### src/source/emu_cfg.svh
////////////////////////////////////////////////////////////
// widths and constants for the emulator housekeeping logic
// ring patterns assume the reference 60 MHz master clock
////////////////////////////////////////////////////////////
`ifndef EMU_CFG_SVH
`define EMU_CFG_SVH

// bus widths
`define EMU_JOY_W           16
`define EMU_HOST_IW         16
`define EMU_HOST_AW         27
`define EMU_SDRAM_AW        22
`define EMU_SDRAM_DW        16
`define EMU_BRAM_AW         17

// divider rings, one zero rotating
`define EMU_DIV5_INIT       5'b11110
`define EMU_DIV12_INIT      12'b111110_111111

// host download indices
`define EMU_DL_IDX_ROM      16'd0
`define EMU_DL_IDX_DIPSW    16'd254

// rom image address bits
`define EMU_ADDR_BRAM_SEL   18
`define EMU_ADDR_BANK_SEL   17

// dip switch power-on values
`define EMU_DIPSW1_DEFAULT  8'hEF
`define EMU_DIPSW2_DEFAULT  8'hFF

// sync delay in pixel enables
`define EMU_SYNC_DLY        5

`endif
### src/source/emu_dl_pkg.sv
////////////////////////////////////////////////////////////
// download side types for the host loader and rom targets
////////////////////////////////////////////////////////////
`include "emu_cfg.svh"

package emu_dl_pkg;

    // number of block ram chip selects
    localparam int BRAM_CS_N = 5;

    // chip-select positions inside cs_n
    localparam int BRAM_CS_SOUND = 4;
    localparam int BRAM_CS_BG    = 3;
    localparam int BRAM_CS_FG    = 2;
    localparam int BRAM_CS_SEQ   = 1;
    localparam int BRAM_CS_GRAY  = 0;

    // one byte from the host loader
    typedef struct packed {
        logic [`EMU_HOST_IW-1:0] index;
        logic [`EMU_HOST_AW-1:0] addr;
        logic [7:0]              data;
        logic                    wr;
    } host_byte_t;

    // sdram programming port, wr held until ack
    typedef struct packed {
        logic                     en;
        logic                     wr;
        logic [1:0]               ba;
        logic [`EMU_SDRAM_AW-1:0] addr;
        logic [`EMU_SDRAM_DW-1:0] data;
    } sdram_prog_t;

    // block ram programming port, one cycle strobes
    typedef struct packed {
        logic [`EMU_BRAM_AW-1:0] addr;
        logic [7:0]              data;
        logic                    wr_n;
        logic [BRAM_CS_N-1:0]    cs_n;
    } bram_prog_t;

endpackage

### src/source/emu_io_pkg.sv
////////////////////////////////////////////////////////////
// cabinet side types, all button bytes are active low
////////////////////////////////////////////////////////////
`include "emu_cfg.svh"

package emu_io_pkg;

    // one byte of cabinet buttons, 0 = pressed
    typedef logic [7:0] btn_byte_t;

    // dip banks as seen by the board
    typedef struct packed {
        logic [7:0] sw1;
        logic [7:0] sw2;
    } dipsw_t;

    // raw or delayed horizontal timing pair
    typedef struct packed {
        logic hsync_n;
        logic hblank_n;
    } hsync_t;

    ////////////////////////////////////////////////////////////
    // joystick to cabinet mapping
    // host joystick bits: 0 right, 1 left, 2 down, 3 up,
    // 4 attack, 5 jump, 6 test, 7 service, 8 coin, 9 start
    ////////////////////////////////////////////////////////////
    function automatic void map_buttons(
        input  logic [`EMU_JOY_W-1:0] j0,
        input  logic [`EMU_JOY_W-1:0] j1,
        output btn_byte_t             sys,
        output btn_byte_t             p1,
        output btn_byte_t             p2
    );
        // coin2, coin1, service, test, unused pair, start2, start1
        sys = {~j1[8], ~j0[8], ~j0[7], ~j0[6], 2'b11, ~j1[9], ~j0[9]};

        // player 1 has attack and jump swapped on the board
        p1 = {2'b11, ~j0[4], ~j0[5], ~j0[3:0]};

        // player 2, cocktail cabinet only
        p2 = {2'b11, ~j1[5:0]};
    endfunction

endpackage

### src/source/emu_core_top.sv
////////////////////////////////////////////////////////////
// housekeeping around the game board, board itself external
// sdram controller answers on i_sdram_ack and i_sdram_init
////////////////////////////////////////////////////////////
`timescale 1ns/1ps
`include "emu_cfg.svh"

module emu_core_top (
    input  logic                    i_EMU_MCLK,
    input  logic                    i_EMU_INITRST,

    input  logic [`EMU_JOY_W-1:0]   i_joystick0,
    input  logic [`EMU_JOY_W-1:0]   i_joystick1,

    input  emu_dl_pkg::host_byte_t  i_host,
    input  logic                    i_sdram_ack,
    input  logic                    i_sdram_init,

    input  logic                    i_pxcen,
    input  logic                    i_hsync_n,
    input  logic                    i_hblank_n,

    output logic                    o_clk12m_pcen_n,
    output logic                    o_clk5m_pcen_n,
    output logic                    o_clk5m_ncen_n,

    output emu_io_pkg::btn_byte_t   o_sys_btn,
    output emu_io_pkg::btn_byte_t   o_p1_btn,
    output emu_io_pkg::btn_byte_t   o_p2_btn,

    output emu_dl_pkg::sdram_prog_t o_sdram_prog,
    output emu_dl_pkg::bram_prog_t  o_bram_prog,
    output emu_io_pkg::dipsw_t      o_dipsw,
    output logic                    o_ioctl_wait,
    output logic                    o_rom_done,

    output logic                    o_hsync_n,
    output logic                    o_hblank_n
);

    emu_io_pkg::hsync_t sync_raw;
    emu_io_pkg::hsync_t sync_dly;

    ////////////////////////////////////////////////////////////
    // clock enables
    ////////////////////////////////////////////////////////////
    clk_en_gen clk_en_gen_i (
        .i_EMU_MCLK      (i_EMU_MCLK),
        .i_EMU_INITRST   (i_EMU_INITRST),
        .o_clk12m_pcen_n (o_clk12m_pcen_n),
        .o_clk5m_pcen_n  (o_clk5m_pcen_n),
        .o_clk5m_ncen_n  (o_clk5m_ncen_n)
    );

    // buttons go straight through, no registering
    always_comb begin
        emu_io_pkg::map_buttons(i_joystick0, i_joystick1, o_sys_btn, o_p1_btn, o_p2_btn);
    end

    ////////////////////////////////////////////////////////////
    // rom download
    ////////////////////////////////////////////////////////////
    rom_loader rom_loader_i (
        .i_EMU_MCLK    (i_EMU_MCLK),
        .i_EMU_INITRST (i_EMU_INITRST),
        .i_host        (i_host),
        .i_sdram_ack   (i_sdram_ack),
        .i_sdram_init  (i_sdram_init),
        .o_sdram_prog  (o_sdram_prog),
        .o_bram_prog   (o_bram_prog),
        .o_dipsw       (o_dipsw),
        .o_ioctl_wait  (o_ioctl_wait),
        .o_rom_done    (o_rom_done)
    );

    ////////////////////////////////////////////////////////////
    // sync delay
    ////////////////////////////////////////////////////////////
    assign sync_raw.hsync_n  = i_hsync_n;
    assign sync_raw.hblank_n = i_hblank_n;

    hsync_delay hsync_delay_i (
        .i_EMU_MCLK    (i_EMU_MCLK),
        .i_EMU_INITRST (i_EMU_INITRST),
        .i_pxcen       (i_pxcen),
        .i_sync        (sync_raw),
        .o_sync        (sync_dly)
    );

    assign o_hsync_n  = sync_dly.hsync_n;
    assign o_hblank_n = sync_dly.hblank_n;

endmodule

### src/source/hsync_delay.sv
////////////////////////////////////////////////////////////
// delay counts pixel enables, not master clocks
////////////////////////////////////////////////////////////
`timescale 1ns/1ps
`include "emu_cfg.svh"

module hsync_delay (
    input  logic               i_EMU_MCLK,
    input  logic               i_EMU_INITRST,
    input  logic               i_pxcen,
    input  emu_io_pkg::hsync_t i_sync,
    output emu_io_pkg::hsync_t o_sync
);

    // stage 0 takes the raw pair
    emu_io_pkg::hsync_t [`EMU_SYNC_DLY-1:0] dly_line;

    always_ff @(posedge i_EMU_MCLK) begin
        if (i_EMU_INITRST) begin
            // both signals idle high
            dly_line <= '1;
        end else if (i_pxcen) begin
            dly_line <= {dly_line[`EMU_SYNC_DLY-2:0], i_sync};
        end
    end

    assign o_sync = dly_line[`EMU_SYNC_DLY-1];

endmodule

### src/source/rom_loader.sv
////////////////////////////////////////////////////////////
// host must hold its byte while o_ioctl_wait is high
// dip settings survive the end of the download
////////////////////////////////////////////////////////////
`timescale 1ns/1ps
`include "emu_cfg.svh"

module rom_loader (
    input  logic                    i_EMU_MCLK,
    input  logic                    i_EMU_INITRST,
    input  emu_dl_pkg::host_byte_t  i_host,
    input  logic                    i_sdram_ack,
    input  logic                    i_sdram_init,
    output emu_dl_pkg::sdram_prog_t o_sdram_prog,
    output emu_dl_pkg::bram_prog_t  o_bram_prog,
    output emu_io_pkg::dipsw_t      o_dipsw,
    output logic                    o_ioctl_wait,
    output logic                    o_rom_done
);

    emu_dl_pkg::sdram_prog_t              sdram_q;
    emu_dl_pkg::bram_prog_t               bram_q;
    emu_io_pkg::dipsw_t                   dipsw_q;
    logic                                 bram_en;
    logic                                 dipsw_en;
    logic                                 rom_done;
    logic                                 host_wr;
    logic                                 is_rom;
    logic                                 is_dip;
    logic                                 dip_addr_ok;
    logic [emu_dl_pkg::BRAM_CS_N-1:0]     bram_cs_dec;
    logic [2:0]                           en_now;
    logic [2:0]                           en_q;
    logic [2:0]                           done_flags;

    assign is_rom      = (i_host.index == `EMU_DL_IDX_ROM);
    assign is_dip      = (i_host.index == `EMU_DL_IDX_DIPSW);
    assign dip_addr_ok = (i_host.addr[24:1] == '0);
    // no new bytes taken while an sdram word is pending
    assign host_wr     = i_host.wr & ~sdram_q.wr;

    ////////////////////////////////////////////////////////////
    // block ram chip-select decode
    ////////////////////////////////////////////////////////////
    always_comb begin
        bram_cs_dec = '1;
        if (!i_host.addr[17]) begin
            bram_cs_dec[emu_dl_pkg::BRAM_CS_BG] = 1'b0;
        end else begin
            case (i_host.addr[16:15])
                2'b00: bram_cs_dec[emu_dl_pkg::BRAM_CS_FG] = 1'b0;
                2'b01: bram_cs_dec[emu_dl_pkg::BRAM_CS_SOUND] = 1'b0;
                2'b10: begin
                    // sequencer prom then grayscale lut share this window
                    if (!i_host.addr[10]) begin
                        bram_cs_dec[emu_dl_pkg::BRAM_CS_SEQ] = 1'b0;
                    end else if (i_host.addr[10:9] == 2'b10) begin
                        bram_cs_dec[emu_dl_pkg::BRAM_CS_GRAY] = 1'b0;
                    end
                end
                default: bram_cs_dec = '1;
            endcase
        end
    end

    ////////////////////////////////////////////////////////////
    // download router
    ////////////////////////////////////////////////////////////
    always_ff @(posedge i_EMU_MCLK) begin
        if (i_EMU_INITRST || rom_done) begin
            sdram_q.en   <= 1'b0;
            sdram_q.wr   <= 1'b0;
            sdram_q.ba   <= 2'd0;
            sdram_q.addr <= '1;
            sdram_q.data <= '1;
            bram_q.addr  <= '1;
            bram_q.data  <= '1;
            bram_q.wr_n  <= 1'b1;
            bram_q.cs_n  <= '1;
            bram_en      <= 1'b0;
            dipsw_en     <= 1'b0;
        end else begin
            bram_q.wr_n <= 1'b1;
            if (sdram_q.wr && i_sdram_ack) begin
                sdram_q.wr <= 1'b0;
            end

            if (is_rom) begin
                sdram_q.en <= ~i_host.addr[`EMU_ADDR_BRAM_SEL];
                bram_en    <= i_host.addr[`EMU_ADDR_BRAM_SEL];
                dipsw_en   <= 1'b0;
                if (host_wr && i_host.addr[`EMU_ADDR_BRAM_SEL]) begin
                    bram_q.addr <= i_host.addr[`EMU_BRAM_AW-1:0];
                    bram_q.data <= i_host.data;
                    bram_q.wr_n <= 1'b0;
                    bram_q.cs_n <= bram_cs_dec;
                end else if (host_wr && !i_host.addr[0]) begin
                    // even byte is the upper half of the word
                    sdram_q.data[15:8] <= i_host.data;
                end else if (host_wr) begin
                    sdram_q.data[7:0] <= i_host.data;
                    sdram_q.wr        <= 1'b1;
                    sdram_q.addr      <= `EMU_SDRAM_AW'(i_host.addr[16:1]);
                    sdram_q.ba        <= {1'b0, i_host.addr[`EMU_ADDR_BANK_SEL]};
                end
            end else if (is_dip) begin
                sdram_q.en <= 1'b0;
                bram_en    <= 1'b0;
                dipsw_en   <= dip_addr_ok;
            end
        end
    end

    // dip banks, loaded from index 254
    always_ff @(posedge i_EMU_MCLK) begin
        if (i_EMU_INITRST) begin
            dipsw_q.sw1 <= `EMU_DIPSW1_DEFAULT;
            dipsw_q.sw2 <= `EMU_DIPSW2_DEFAULT;
        end else if (!rom_done && is_dip && dip_addr_ok && host_wr) begin
            if (!i_host.addr[0]) begin
                dipsw_q.sw1 <= i_host.data;
            end else begin
                dipsw_q.sw2 <= i_host.data;
            end
        end
    end

    ////////////////////////////////////////////////////////////
    // download complete
    ////////////////////////////////////////////////////////////
    assign en_now = {sdram_q.en, bram_en, dipsw_en};

    always_ff @(posedge i_EMU_MCLK) begin
        if (i_EMU_INITRST) begin
            en_q       <= 3'b000;
            done_flags <= 3'b000;
            rom_done   <= 1'b0;
        end else begin
            en_q       <= en_now;
            // a region counts as loaded once the host leaves it
            done_flags <= done_flags | (en_q & ~en_now);
            rom_done   <= &done_flags;
        end
    end

    assign o_sdram_prog = sdram_q;
    assign o_bram_prog  = bram_q;
    assign o_dipsw      = dipsw_q;
    assign o_ioctl_wait = i_sdram_init | sdram_q.wr;
    assign o_rom_done   = rom_done;

endmodule

### src/source/clk_en_gen.sv
////////////////////////////////////////////////////////////
// enables are active low, each low for one master clock
////////////////////////////////////////////////////////////
`timescale 1ns/1ps
`include "emu_cfg.svh"

module clk_en_gen (
    input  logic i_EMU_MCLK,
    input  logic i_EMU_INITRST,
    output logic o_clk12m_pcen_n,
    output logic o_clk5m_pcen_n,
    output logic o_clk5m_ncen_n
);

    // divide by 5 for the 12 MHz enable
    logic [4:0]  div5_ring;
    // divide by 12 for the 5 MHz pair
    logic [11:0] div12_ring;

    always_ff @(posedge i_EMU_MCLK) begin
        if (i_EMU_INITRST) begin
            div5_ring <= `EMU_DIV5_INIT;
        end else begin
            div5_ring <= {div5_ring[3:0], div5_ring[4]};
        end
    end

    always_ff @(posedge i_EMU_MCLK) begin
        if (i_EMU_INITRST) begin
            div12_ring <= `EMU_DIV12_INIT;
        end else begin
            div12_ring <= {div12_ring[10:0], div12_ring[11]};
        end
    end

    assign o_clk12m_pcen_n = div5_ring[4];
    // taps half a period apart give the positive and negative phases
    assign o_clk5m_pcen_n  = div12_ring[11];
    assign o_clk5m_ncen_n  = div12_ring[5];

endmodule

### config.mk
export PLATFORM = sky130hd
export DESIGN_NAME = emu_core_top
export DESIGN_NICKNAME = d
export VERILOG_FILES = /design/src/source/emu_dl_pkg.sv /design/src/source/emu_io_pkg.sv /design/src/source/emu_core_top.sv /design/src/source/hsync_delay.sv /design/src/source/rom_loader.sv /design/src/source/clk_en_gen.sv
export VERILOG_INCLUDE_DIRS = /design/src /design/src/source
export SDC_FILE = /design/constraint.sdc
export NUM_CORES = 1
export LEC_CHECK = 0
export ABC_AREA = 0
export BUFFER_PORTS_ARGS = -buffer_cell sky130_fd_sc_hd__buf_4
export CORE_UTILIZATION = 50
export DETAILED_ROUTE_END_ITERATION = 6
export PLACE_DENSITY = 0.85
export SETUP_SLACK_MARGIN = 0.3
export SYNTH_ARGS = -nofsm -noshare
export SYNTH_HDL_FRONTEND = slang
export SYNTH_SLANG_ARGS = --single-unit
### constraint.sdc
create_clock -name i_EMU_MCLK -period 4.8 [get_ports i_EMU_MCLK]
set_clock_uncertainty 0.05 [all_clocks]
set_input_delay 0.48 -clock i_EMU_MCLK [delete_from_list [all_inputs] [get_ports i_EMU_MCLK]]
set_output_delay 0.48 -clock i_EMU_MCLK [all_outputs]
set_load 0.05 [all_outputs]
==> qor.csv, run 1 <==
metric,value,unit
avgRoutedWirePerCell,15.0,um
netlist_area_pre_place,4440,sq um
viasPerCell,5.11,
crit_chain,buf_4 -> nor4_2 -> nand2_1 -> or3_1 -> nor4b_1 -> o21ai_1,
netlist-cell-type-count,38,
number_of_antenna_violations_at_the_first_check_in_global_routing,0,
ys_dominant_reg_cell,sky130_fd_sc_hd__dfxtp_1,
synth.largest_area_cell,sky130_fd_sc_hd__dfxtp_1,
postSynthCellCount,510,
holdPathStages,2,
cpLargestDelayFamily,simple AND/OR/NAND/NOR gates,
setup_ws,2.53,ns
maxSlewHeadroom,0.258,
cp-start-kind,input port,
total_power,2.59,mW
syn_to_final_growth,46.3,%
gp_congestion,0.759,
vdd_drop_max,0.000356,V
syn_area_per_cell,8.70,sq um
die-area,9250,sq um
total_negative_slack,0,ns
finish.utilization,0.774,
drt_iter0_drc,141,
drive_above_1_share,0.363,
grt_max_degree,68,
cts_htree_levels,4,
initial_standard_cell_utilization_of_the_core,0.529,
clock-sinks,119,
dieHeight,96.2,um
post_synth_main_area_contributors,"sky130_fd_sc_hd__dfxtp_1 (54%), sky130_fd_sc_hd__nand2_1 (9.7%), sky130_fd_sc_hd__nand3_1 (5.6%)",
timing.critical_path.depth,6,
timing.max_cap.violations,0,
clkTransAtPathRegs,0.06,ns
grt.overflow.total,0,
min-delay-path-class,in -> reg,
die_width,96.2,um
leakagePower,3.05,nW
period_share,0.473,
clock_tree.buffer_depth,2,
critPathMaxFanout,31,
slowest_stage,sky130_fd_sc_hd__or3_1,
worstPathBufferInverterCount,1,
post-place-ws,2.04,ns
portBuffers,187,
drt_pass1_iterations,4,
coreArea,8380,sq um
grtUsageTotal,0.262,
postSynthRegisterBits,119,
outcome,"finished, final reports clean",
num-nets-final,775,
synth_top_cell_area_share,0.537,
synth_enable_flop_cells,0,
arrival_time_at_the_worst_endpoint,2.57,ns
first_global_vias,3892,
grt_pass1_wl,18.2,mm
detailed_place_hpwl,8.21,mm
worst-endpoint-required,5.10,ns
antenna_cells,0,
synth.yosys.seq_area_share,0.537,
async_reset_ff_frac,0,
worst_r2r_path_depth,5,
report.final.setup_viol,0,
timing_worst_slew_pin_value,1.11,ns
drt-total-wl,12.0,mm
tritoncts,done,
postCtsSetupBuffers,0,
cts-root-buf,sky130_fd_sc_hd__clkbuf_8,
max_stage_delay,0.86,ns
cts_resized,0,
power.density_cell_area,400,nW/um^2
route.antenna.remaining_nets,0,
detailroute.via_count,4100,
placementRows,33,
hold-worst-slack,0.129,ns
finalHoldViolations,0,
synth_commonest_cells,"sky130_fd_sc_hd__dfxtp_1 (119), sky130_fd_sc_hd__nand2_1 (115), sky130_fd_sc_hd__nand3_1 (50), sky130_fd_sc_hd__nor2_1 (41), sky130_fd_sc_hd__inv_1 (22)",
synth_most_common_cell,sky130_fd_sc_hd__dfxtp_1,
grt_setup_unrepaired,false,
achievable-frequency,0.440,GHz
drv_slew,0,
critPathCaptureType,flip-flop,
ys.warnings.count,0,
drt_drc_violations_left,0,
fin_crit,2.27,ns
clock_insertion_delay_at_the_later_pin_of_the_skew_report,0.50,ns
cts_hold_buffers,0,
critical_path_class,in -> reg,
io-pin-count,211,
cts_buffers,17,
-- path summary, 6_finish.rpt --
path | startpoint | endpoint | slack, ns
worst max-delay path | i_host[40] | rom_loader_i.o_bram_prog[2] | 2.53
worst min-delay path | i_hblank_n | hsync_delay_i.dly_line[0] | 0.13
worst max register to register | rom_loader_i.o_sdram_prog[40] | rom_loader_i.o_bram_prog[2] | 2.68
worst min register to register | clk_en_gen_i.div5_ring[1] | clk_en_gen_i.div5_ring[2] | 0.36
-- logic make-up after synthesis --
logic type             after synthesis  synth area share
other                                2           0.00169
AO/OA/AOI/OAI                       32            0.0474
flip-flops                         119             0.537
AND/OR/NAND/NOR                    278             0.310
multiplexers                        17            0.0384
buffers and inverters               62            0.0654
-- placed cells by master (no fill, tap or decap), types with 2 or more instances in the layout --
| cell type | n |
|---|---|
| sky130_fd_sc_hd__buf_4 | 190 |
| sky130_fd_sc_hd__dfxtp_1 | 119 |
| sky130_fd_sc_hd__nand2_1 | 115 |
| sky130_fd_sc_hd__nand3_1 | 50 |
| sky130_fd_sc_hd__nor2_1 | 40 |
| sky130_fd_sc_hd__inv_1 | 22 |
| sky130_fd_sc_hd__or2_2 | 18 |
| sky130_fd_sc_hd__mux2i_1 | 17 |
| sky130_fd_sc_hd__clkbuf_16 | 16 |
| sky130_fd_sc_hd__nor2b_1 | 13 |
| sky130_fd_sc_hd__a21oi_1 | 13 |
| sky130_fd_sc_hd__nor3_1 | 10 |
| sky130_fd_sc_hd__a211o_1 | 10 |
| sky130_fd_sc_hd__conb_1 | 7 |
| sky130_fd_sc_hd__bufinv_16 | 6 |
| sky130_fd_sc_hd__nor3_2 | 5 |
| sky130_fd_sc_hd__nor4_1 | 4 |
| sky130_fd_sc_hd__o21ai_1 | 4 |
| sky130_fd_sc_hd__clkinvlp_4 | 4 |
| sky130_fd_sc_hd__nor4_2 | 3 |
| sky130_fd_sc_hd__or3_1 | 3 |
| sky130_fd_sc_hd__inv_6 | 3 |
| sky130_fd_sc_hd__nand2b_1 | 2 |
| sky130_fd_sc_hd__nand3b_1 | 2 |
| sky130_fd_sc_hd__o211ai_1 | 2 |
| sky130_fd_sc_hd__or4_1 | 2 |
| sky130_fd_sc_hd__a22oi_1 | 2 |
| sky130_fd_sc_hd__clkbuf_8 | 2 |
-- sequential cells by signal (all words and copies together) (netlist names) --
register                   flops
hsync_delay_i.dly_line         8
rom_loader_i.o_rom_done        1
rom_loader_i.o_sdram_prog     36
rom_loader_i.en_q              3
rom_loader_i.bram_en           1
hsync_delay_i.o_sync           2
rom_loader_i.o_bram_prog      31
rom_loader_i.done_flags        3
clk_en_gen_i.div12_ring       12
clk_en_gen_i.div5_ring         5
rom_loader_i.dipsw_en          1
rom_loader_i.o_dipsw          16
-- routing by layer --
layer,part of all wire,GRT usage
met2,0.52,0.462
met5,0,0
met3,0.082,0.0711
met1,0.37,0.286
met4,0.025,0.141
-- where the power goes --
part	switching, mW	internal, mW	leakage (nW)
Combinational	0.104	0.0675	1.77
Clock	0.455	0.967	0.315
Sequential	0.00333	0.997	0.967
-- stage by stage --
step / cells / area, sq um
3_5_place_dp: 770 / 5820
6_report: 802 / 6490
4_1_cts: 802 / 6490
3_3_place_gp: 770 / 5820
2_1_floorplan: 515 / 4450
5_1_grt: 802 / 6490
-- cell type report --
class / count / area [sq um]
Clock buffer: 18 / 428
Clock inverter: 14 / 245
Fill cell: 546 / 1890
Inverter: 22 / 82.6
Multi-Input combinational cell: 334 / 1790
Sequential cell: 119 / 2380
Tap cell: 105 / 131
Timing Repair Buffer: 190 / 1430
Note: power is estimated with default switching activity, not from simulation.
==> run 2, diff against run 1 <==
--- a/config.mk
+++ b/config.mk
@@ -8,9 +8,9 @@
 export LEC_CHECK = 0
 export ABC_AREA = 0
 export BUFFER_PORTS_ARGS = -buffer_cell sky130_fd_sc_hd__buf_4
-export CORE_UTILIZATION = 50
+export CORE_UTILIZATION = 46
 export DETAILED_ROUTE_END_ITERATION = 6
-export PLACE_DENSITY = 0.85
+export PLACE_DENSITY = 0.79
 export SETUP_SLACK_MARGIN = 0.3
 export SYNTH_ARGS = -nofsm -noshare
 export SYNTH_HDL_FRONTEND = slang
==> constraint.sdc (replaced) <==
create_clock -name i_EMU_MCLK -period 2.28 [get_ports i_EMU_MCLK]
set_clock_uncertainty 0.05 [all_clocks]
set_input_delay 0.228 -clock i_EMU_MCLK [delete_from_list [all_inputs] [get_ports i_EMU_MCLK]]
set_output_delay 0.228 -clock i_EMU_MCLK [all_outputs]
set_load 0.05 [all_outputs]
==> qor.csv, run 2 (synthesized netlist as in run 1, its figures left out) <==
metric,value,unit
power.combinational.fraction,0.075,
worst-endpoint-required,2.60,ns
cts-root-buf,sky130_fd_sc_hd__clkbuf_8,
cts_htree_levels,4,
worstPathBufferInverterCount,3,
swShare,0.210,
die-area,10000,sq um
power_frac_seq,0.393,
r2r-start,rom_loader_i.o_sdram_prog[40],
min-delay-path-class,in -> reg,
number_of_antenna_violations_at_the_first_check_in_global_routing,0,
hold-worst-slack,0.0222,ns
io-pin-count,211,
largest_register_ff_count,36,
initial_standard_cell_utilization_of_the_core,0.478,
tritoncts,done,
clock-sinks,119,
post-place-ws,0.212,ns
max_stage_delay,0.54,ns
total_power,5.36,mW
coreArea,9280,sq um
maxSlewHeadroom,0.596,
most_common_cell_after_layout_fill_and_taps_aside,sky130_fd_sc_hd__buf_4,
drt-total-wl,12.5,mm
report.final.setup_viol,0,
drive_above_1_share,0.351,
avgRoutedWirePerCell,14.5,um
slowest_stage,sky130_fd_sc_hd__dlygate4sd3_1,
syn_to_final_growth,54.3,%
outcome,"finished, final reports clean",
layout.cells.non_filler,861,
cts_buffers,17,
clock_insertion_delay_at_the_later_pin_of_the_skew_report,0.51,ns
grt_pass1_wl,19.3,mm
timing.reg2reg.setup_slack,0.43,ns
min-delay-start,i_host[27],
grt_max_degree,68,
p_clk_frac,0.532,
total_negative_slack,0,ns
power.density_cell_area,783,nW/um^2
critPathMaxFanout,15,
route.antenna.remaining_nets,0,
drt_iter0_drc,160,
end_of_the_worst_hold_path,rom_loader_i.bram_en,
period_share,0.848,
vdd_drop_max,0.000926,V
leakagePower,3.22,nW
finalHoldViolations,0,
critPathCaptureType,flip-flop,
clock_tree.buffer_depth,2,
postCtsSetupBuffers,0,
end_of_the_worst_register_to_register_path,rom_loader_i.o_sdram_prog[14],
timing.max_cap.violations,0,
drt_drc_violations_left,0,
placed_cells,801,
placementRows,35,
critical_path_class,in -> reg,
gp_congestion,0.787,
intPower,4.24,mW
worst_r2r_path_depth,5,
grt_setup_unrepaired,true,
clkTransAtPathRegs,0.05,ns
holdPathStages,3,
final_cell_mix,"sky130_fd_sc_hd__buf_4 (196), sky130_fd_sc_hd__dfxtp_1 (119), sky130_fd_sc_hd__nand2_1 (115)",
die_width,100,um
fin_crit,1.93,ns
achievable-frequency,0.517,GHz
critical_path.most_common_cell,sky130_fd_sc_hd__buf_4,
dieHeight,100,um
num-nets-final,811,
antenna_cells,0,
detailroute.via_count,4248,
crit_chain,dlygate4sd3_1 -> buf_4 -> or4_1 -> nor4_2 -> nand4b_1 -> buf_4 -> mux2i_1 -> nor2_1,
first_global_vias,4040,
drv_slew,0,
arrival_time_at_the_worst_endpoint,2.25,ns
viasPerCell,4.93,
setup_ws,0.347,ns
cp-start-kind,input port,
detailed_place_hpwl,8.32,mm
portBuffers,187,
grtUsageTotal,0.250,
grt.overflow.total,0,
drt_pass1_iterations,7,
total_switching_power,1.12,mW
cpLargestDelayFamily,simple AND/OR/NAND/NOR gates,
timing_worst_slew_pin_value,0.607,ns
## run 2: cell count changes in the layout (fill, tap and decap cells not counted), moves of 2 or more
cell,delta
sky130_fd_sc_hd__clkbuf_1,+3
sky130_fd_sc_hd__inv_6,-3
sky130_fd_sc_hd__clkinvlp_4,-4
sky130_fd_sc_hd__clkbuf_8,+2
sky130_fd_sc_hd__buf_4,+6
sky130_fd_sc_hd__clkinv_2,+2
sky130_fd_sc_hd__dlygate4sd3_1,+29
## run 2: per-stage QoR
stage                      util  instance area (sq um)
final                     0.737                   6850
after detailed placement  0.637                   5920
after floorplan               -                   4450
after CTS                 0.737                   6840
after global placement    0.637                   5920
after global routing      0.737                   6850
## run 2: layout make-up
type                    instances  area (sq um)
well taps                     129           161
clock inverters                 8           169
multi-input cells             334          1800
flip-flops and latches        119          2380
clock buffers                  23           467
inverters                      22          82.6
repair buffers                226          1780
fillers                       683          2440
## run 2: worst max path at each step
stage / start / endpoint / cells after the start
finish: i_host[22] / rom_loader_i.o_dipsw[12] / 8
global route: i_host[22] / rom_loader_i.o_dipsw[9] / 8
CTS: i_host[22] / rom_loader_i.o_dipsw[6] / 7
detailed placement: i_host[36] / rom_loader_i.o_bram_prog[20] / 7
global placement: i_host[36] / rom_loader_i.o_bram_prog[24] / 7
floorplan: rom_loader_i.o_sdram_prog[40] / rom_loader_i.o_sdram_prog[10] / 5
## run 2: per-layer routing
| layer | wire length (um) | vias up | global-route usage |
|---|---|---|---|
| met4 | 153 | 0 | 0.0992 |
| met3 | 974 | 19 | 0.0801 |
| met5 | 0 | - | 0 |
| met2 | 6620 | 170 | 0.452 |
| li1 | - | 2072 | - |
| met1 | 4750 | 1987 | 0.271 |
## run 2: power groups by stage
stage          registers, mW  logic (mW)  clock network [mW]
4_1_cts                 2.11       0.403                2.87
5_1_grt                 2.11       0.427                2.99
3_3_place_gp            2.15       0.354                   0
6_report                2.11       0.404                2.85
2_1_floorplan           2.16       0.184                   0
3_5_place_dp            2.15       0.361                   0
## run 2: worst register-to-register path, cell delays in order (launching register included)
cell	delay [ns]
sky130_fd_sc_hd__dfxtp_1	0.35
sky130_fd_sc_hd__nand2b_1	0.19
sky130_fd_sc_hd__or3_1	0.36
sky130_fd_sc_hd__nor3_4	0.42
sky130_fd_sc_hd__mux2i_1	0.28
sky130_fd_sc_hd__nand2_1	0.07
## run 2: what timing repair did
| item | in CTS | in global routing |
|---|---|---|
| hold buffers | 29 | 0 |
| setup endpoints to repair | 0 | 9 |
| resized for setup | 0 | 1 |
| endpoints found under the hold margin | 79 | 0 |
==> run 3, diff against run 2 <==
==> constraint.sdc (replaced) <==
create_clock -name i_EMU_MCLK -period 1.89 [get_ports i_EMU_MCLK]
set_clock_uncertainty 0.05 [all_clocks]
set_input_delay 0.189 -clock i_EMU_MCLK [delete_from_list [all_inputs] [get_ports i_EMU_MCLK]]
set_output_delay 0.189 -clock i_EMU_MCLK [all_outputs]
set_load 0.05 [all_outputs]
==> qor.csv, run 3 (synthesized netlist as in run 1, its figures left out) <==
metric,value,unit
drt-total-wl,14.6,mm
slowest_stage,sky130_fd_sc_hd__or3_4,
final_cell_mix,"sky130_fd_sc_hd__buf_4 (198), sky130_fd_sc_hd__dfxtp_1 (118), sky130_fd_sc_hd__nand2_1 (88)",
end_of_the_worst_register_to_register_path,rom_loader_i.o_sdram_prog[26],
tritoncts,done,
min-delay-path-class,in -> reg,
cts_htree_levels,4,
die_width,100,um
grt_max_degree,65,
largest_register_ff_count,36,
fillCellCount,593,
period_share,0.880,
drv_slew,0,
drt_drc_violations_left,0,
critical_path_class,reg -> reg,
intPower,4.57,mW
timing.reg2reg.setup_slack,0.23,ns
power.density_cell_area,829,nW/um^2
ff_latch_area,2390,sq um
clkTransAtPathRegs,0.06,ns
detailed_place_hpwl,8.36,mm
initial_standard_cell_utilization_of_the_core,0.478,
p_clk_frac,0.489,
outcome,"finished, final reports clean",
timing.critical_path.depth,6,
drt_iter0_drc,169,
placed_cells,805,
achievable-frequency,0.602,GHz
crit_start,rom_loader_i.o_sdram_prog[40],
layout.cells.non_filler,879,
first_global_vias,4159,
coreArea,9280,sq um
die-area,10000,sq um
syn_to_final_growth,63.3,%
post-place-ws,-0.123,ns
clock_insertion_delay_at_the_later_pin_of_the_skew_report,0.50,ns
min-delay-start,i_EMU_INITRST,
drt_pass1_iterations,5,
number_of_antenna_violations_at_the_first_check_in_global_routing,0,
worst_r2r_path_depth,6,
dieHeight,100,um
hold-worst-slack,0.0328,ns
antenna_cells,0,
clock-sinks,119,
gp_congestion,0.736,
power.combinational.fraction,0.088,
grt_setup_unrepaired,true,
worst-endpoint-required,2.21,ns
timing.max_cap.violations,0,
holdPathStages,2,
area_used_by_multi_input_combinational_logic,2000,sq um
grt.overflow.total,0,
setup_ws,0.228,ns
crit_chain,nor2b_4 -> nand3b_1 -> or3_4 -> clkbuf_16 -> nand2_2 -> nand3_1,
num-nets-final,829,
worstPathBufferInverterCount,1,
portBuffers,187,
power_frac_seq,0.423,
critPathCaptureType,flip-flop,
grt_pass1_wl,20.2,mm
worst_setup_path_endpoint,rom_loader_i.o_sdram_prog[26],
finalHoldViolations,0,
most_common_cell_after_layout_fill_and_taps_aside,sky130_fd_sc_hd__buf_4,
cp-start-kind,flip-flop,
cts-root-buf,sky130_fd_sc_hd__clkbuf_8,
avgRoutedWirePerCell,16.6,um
r2r-start,rom_loader_i.o_sdram_prog[40],
placementRows,35,
critPathMaxFanout,7,
vdd_drop_max,0.000643,V
cts_buffers,17,
max_stage_delay,0.49,ns
drive_above_1_share,0.416,
report.final.setup_viol,0,
cpLargestDelayFamily,simple AND/OR/NAND/NOR gates,
fin_crit,1.66,ns
clock_tree.buffer_depth,2,
grtUsageTotal,0.262,
viasPerCell,5.12,
total_switching_power,1.44,mW
swShare,0.239,
detailroute.via_count,4503,
io-pin-count,211,
arrival_time_at_the_worst_endpoint,1.99,ns
leakagePower,3.34,nW
route.antenna.remaining_nets,0,
-- run 3: cell count changes in the layout (fill, tap and decap cells not counted), moves of 3 or more --
cell                            previous run  this run
sky130_fd_sc_hd__or3_4                     0         3
sky130_fd_sc_hd__buf_6                     0         3
sky130_fd_sc_hd__nand2_4                   0         7
sky130_fd_sc_hd__nand2_2                   0        20
sky130_fd_sc_hd__nor3_2                    4         7
sky130_fd_sc_hd__clkinvlp_4                0         4
sky130_fd_sc_hd__or3_1                     3         0
sky130_fd_sc_hd__nand2_1                 115        88
sky130_fd_sc_hd__dlygate4sd3_1            29        33
sky130_fd_sc_hd__buf_12                    1         7
sky130_fd_sc_hd__nor3_1                   10         6
sky130_fd_sc_hd__bufinv_16                 5         1
-- run 3: per-stage QoR --
step	util	power (mW)	setup TNS [ns]	cell area (sq um)
after floorplan	-	2.83	0	4590
after global placement	0.654	3.04	-0.572	6080
after detailed placement	0.654	3.04	-1.16	6080
after CTS	0.756	6.00	0	7020
after global routing	0.780	6.19	0	7240
final	0.780	6.00	0	7240
-- run 3: worst min-delay path by stage --
stage	end	slack [ns]
finish	rom_loader_i.en_q[0]	0.03
CTS	rom_loader_i.o_bram_prog[4]	0.006
detailed placement	clk_en_gen_i.div12_ring[2]	0.34
floorplan	hsync_delay_i.dly_line[0]	0.26
global route	clk_en_gen_i.div5_ring[0]	0.04
global placement	hsync_delay_i.dly_line[1]	0.34
-- run 3: power groups by stage --
stage	Combinational [mW]	Sequential, mW	Clock (mW)
3_5_place_dp	0.451	2.59	0
4_1_cts	0.515	2.54	2.94
5_1_grt	0.556	2.54	3.10
6_report	0.530	2.54	2.93
2_1_floorplan	0.225	2.60	0
3_3_place_gp	0.444	2.59	0
-- run 3: cell type report --
| class | instances | area share |
|---|---|---|
| clock buffers | 20 | 0.0615 |
| flip-flops and latches | 119 | 0.329 |
| clock inverters | 11 | 0.0140 |
| repair buffers | 244 | 0.285 |
| well taps | 129 | 0.0223 |
| multi-input cells | 334 | 0.276 |
| inverters | 22 | 0.0114 |
-- run 3: layer usage --
metal,part of all wire,global-route usage
met1,0.35,0.287
met2,0.52,0.467
met3,0.096,0.0926
met4,0.034,0.0925
met5,0,0
-- run 3: timing repair --
item / in CTS / in global routing
endpoints found under the hold margin: 85 / 0
pin swaps: 3 / 13
gates resized for setup: 4 / 31
gates cloned: 1 / 3
endpoints found under the setup margin: 38 / 57
buffers inserted: 2 / 4
hold buffers: 33 / 0
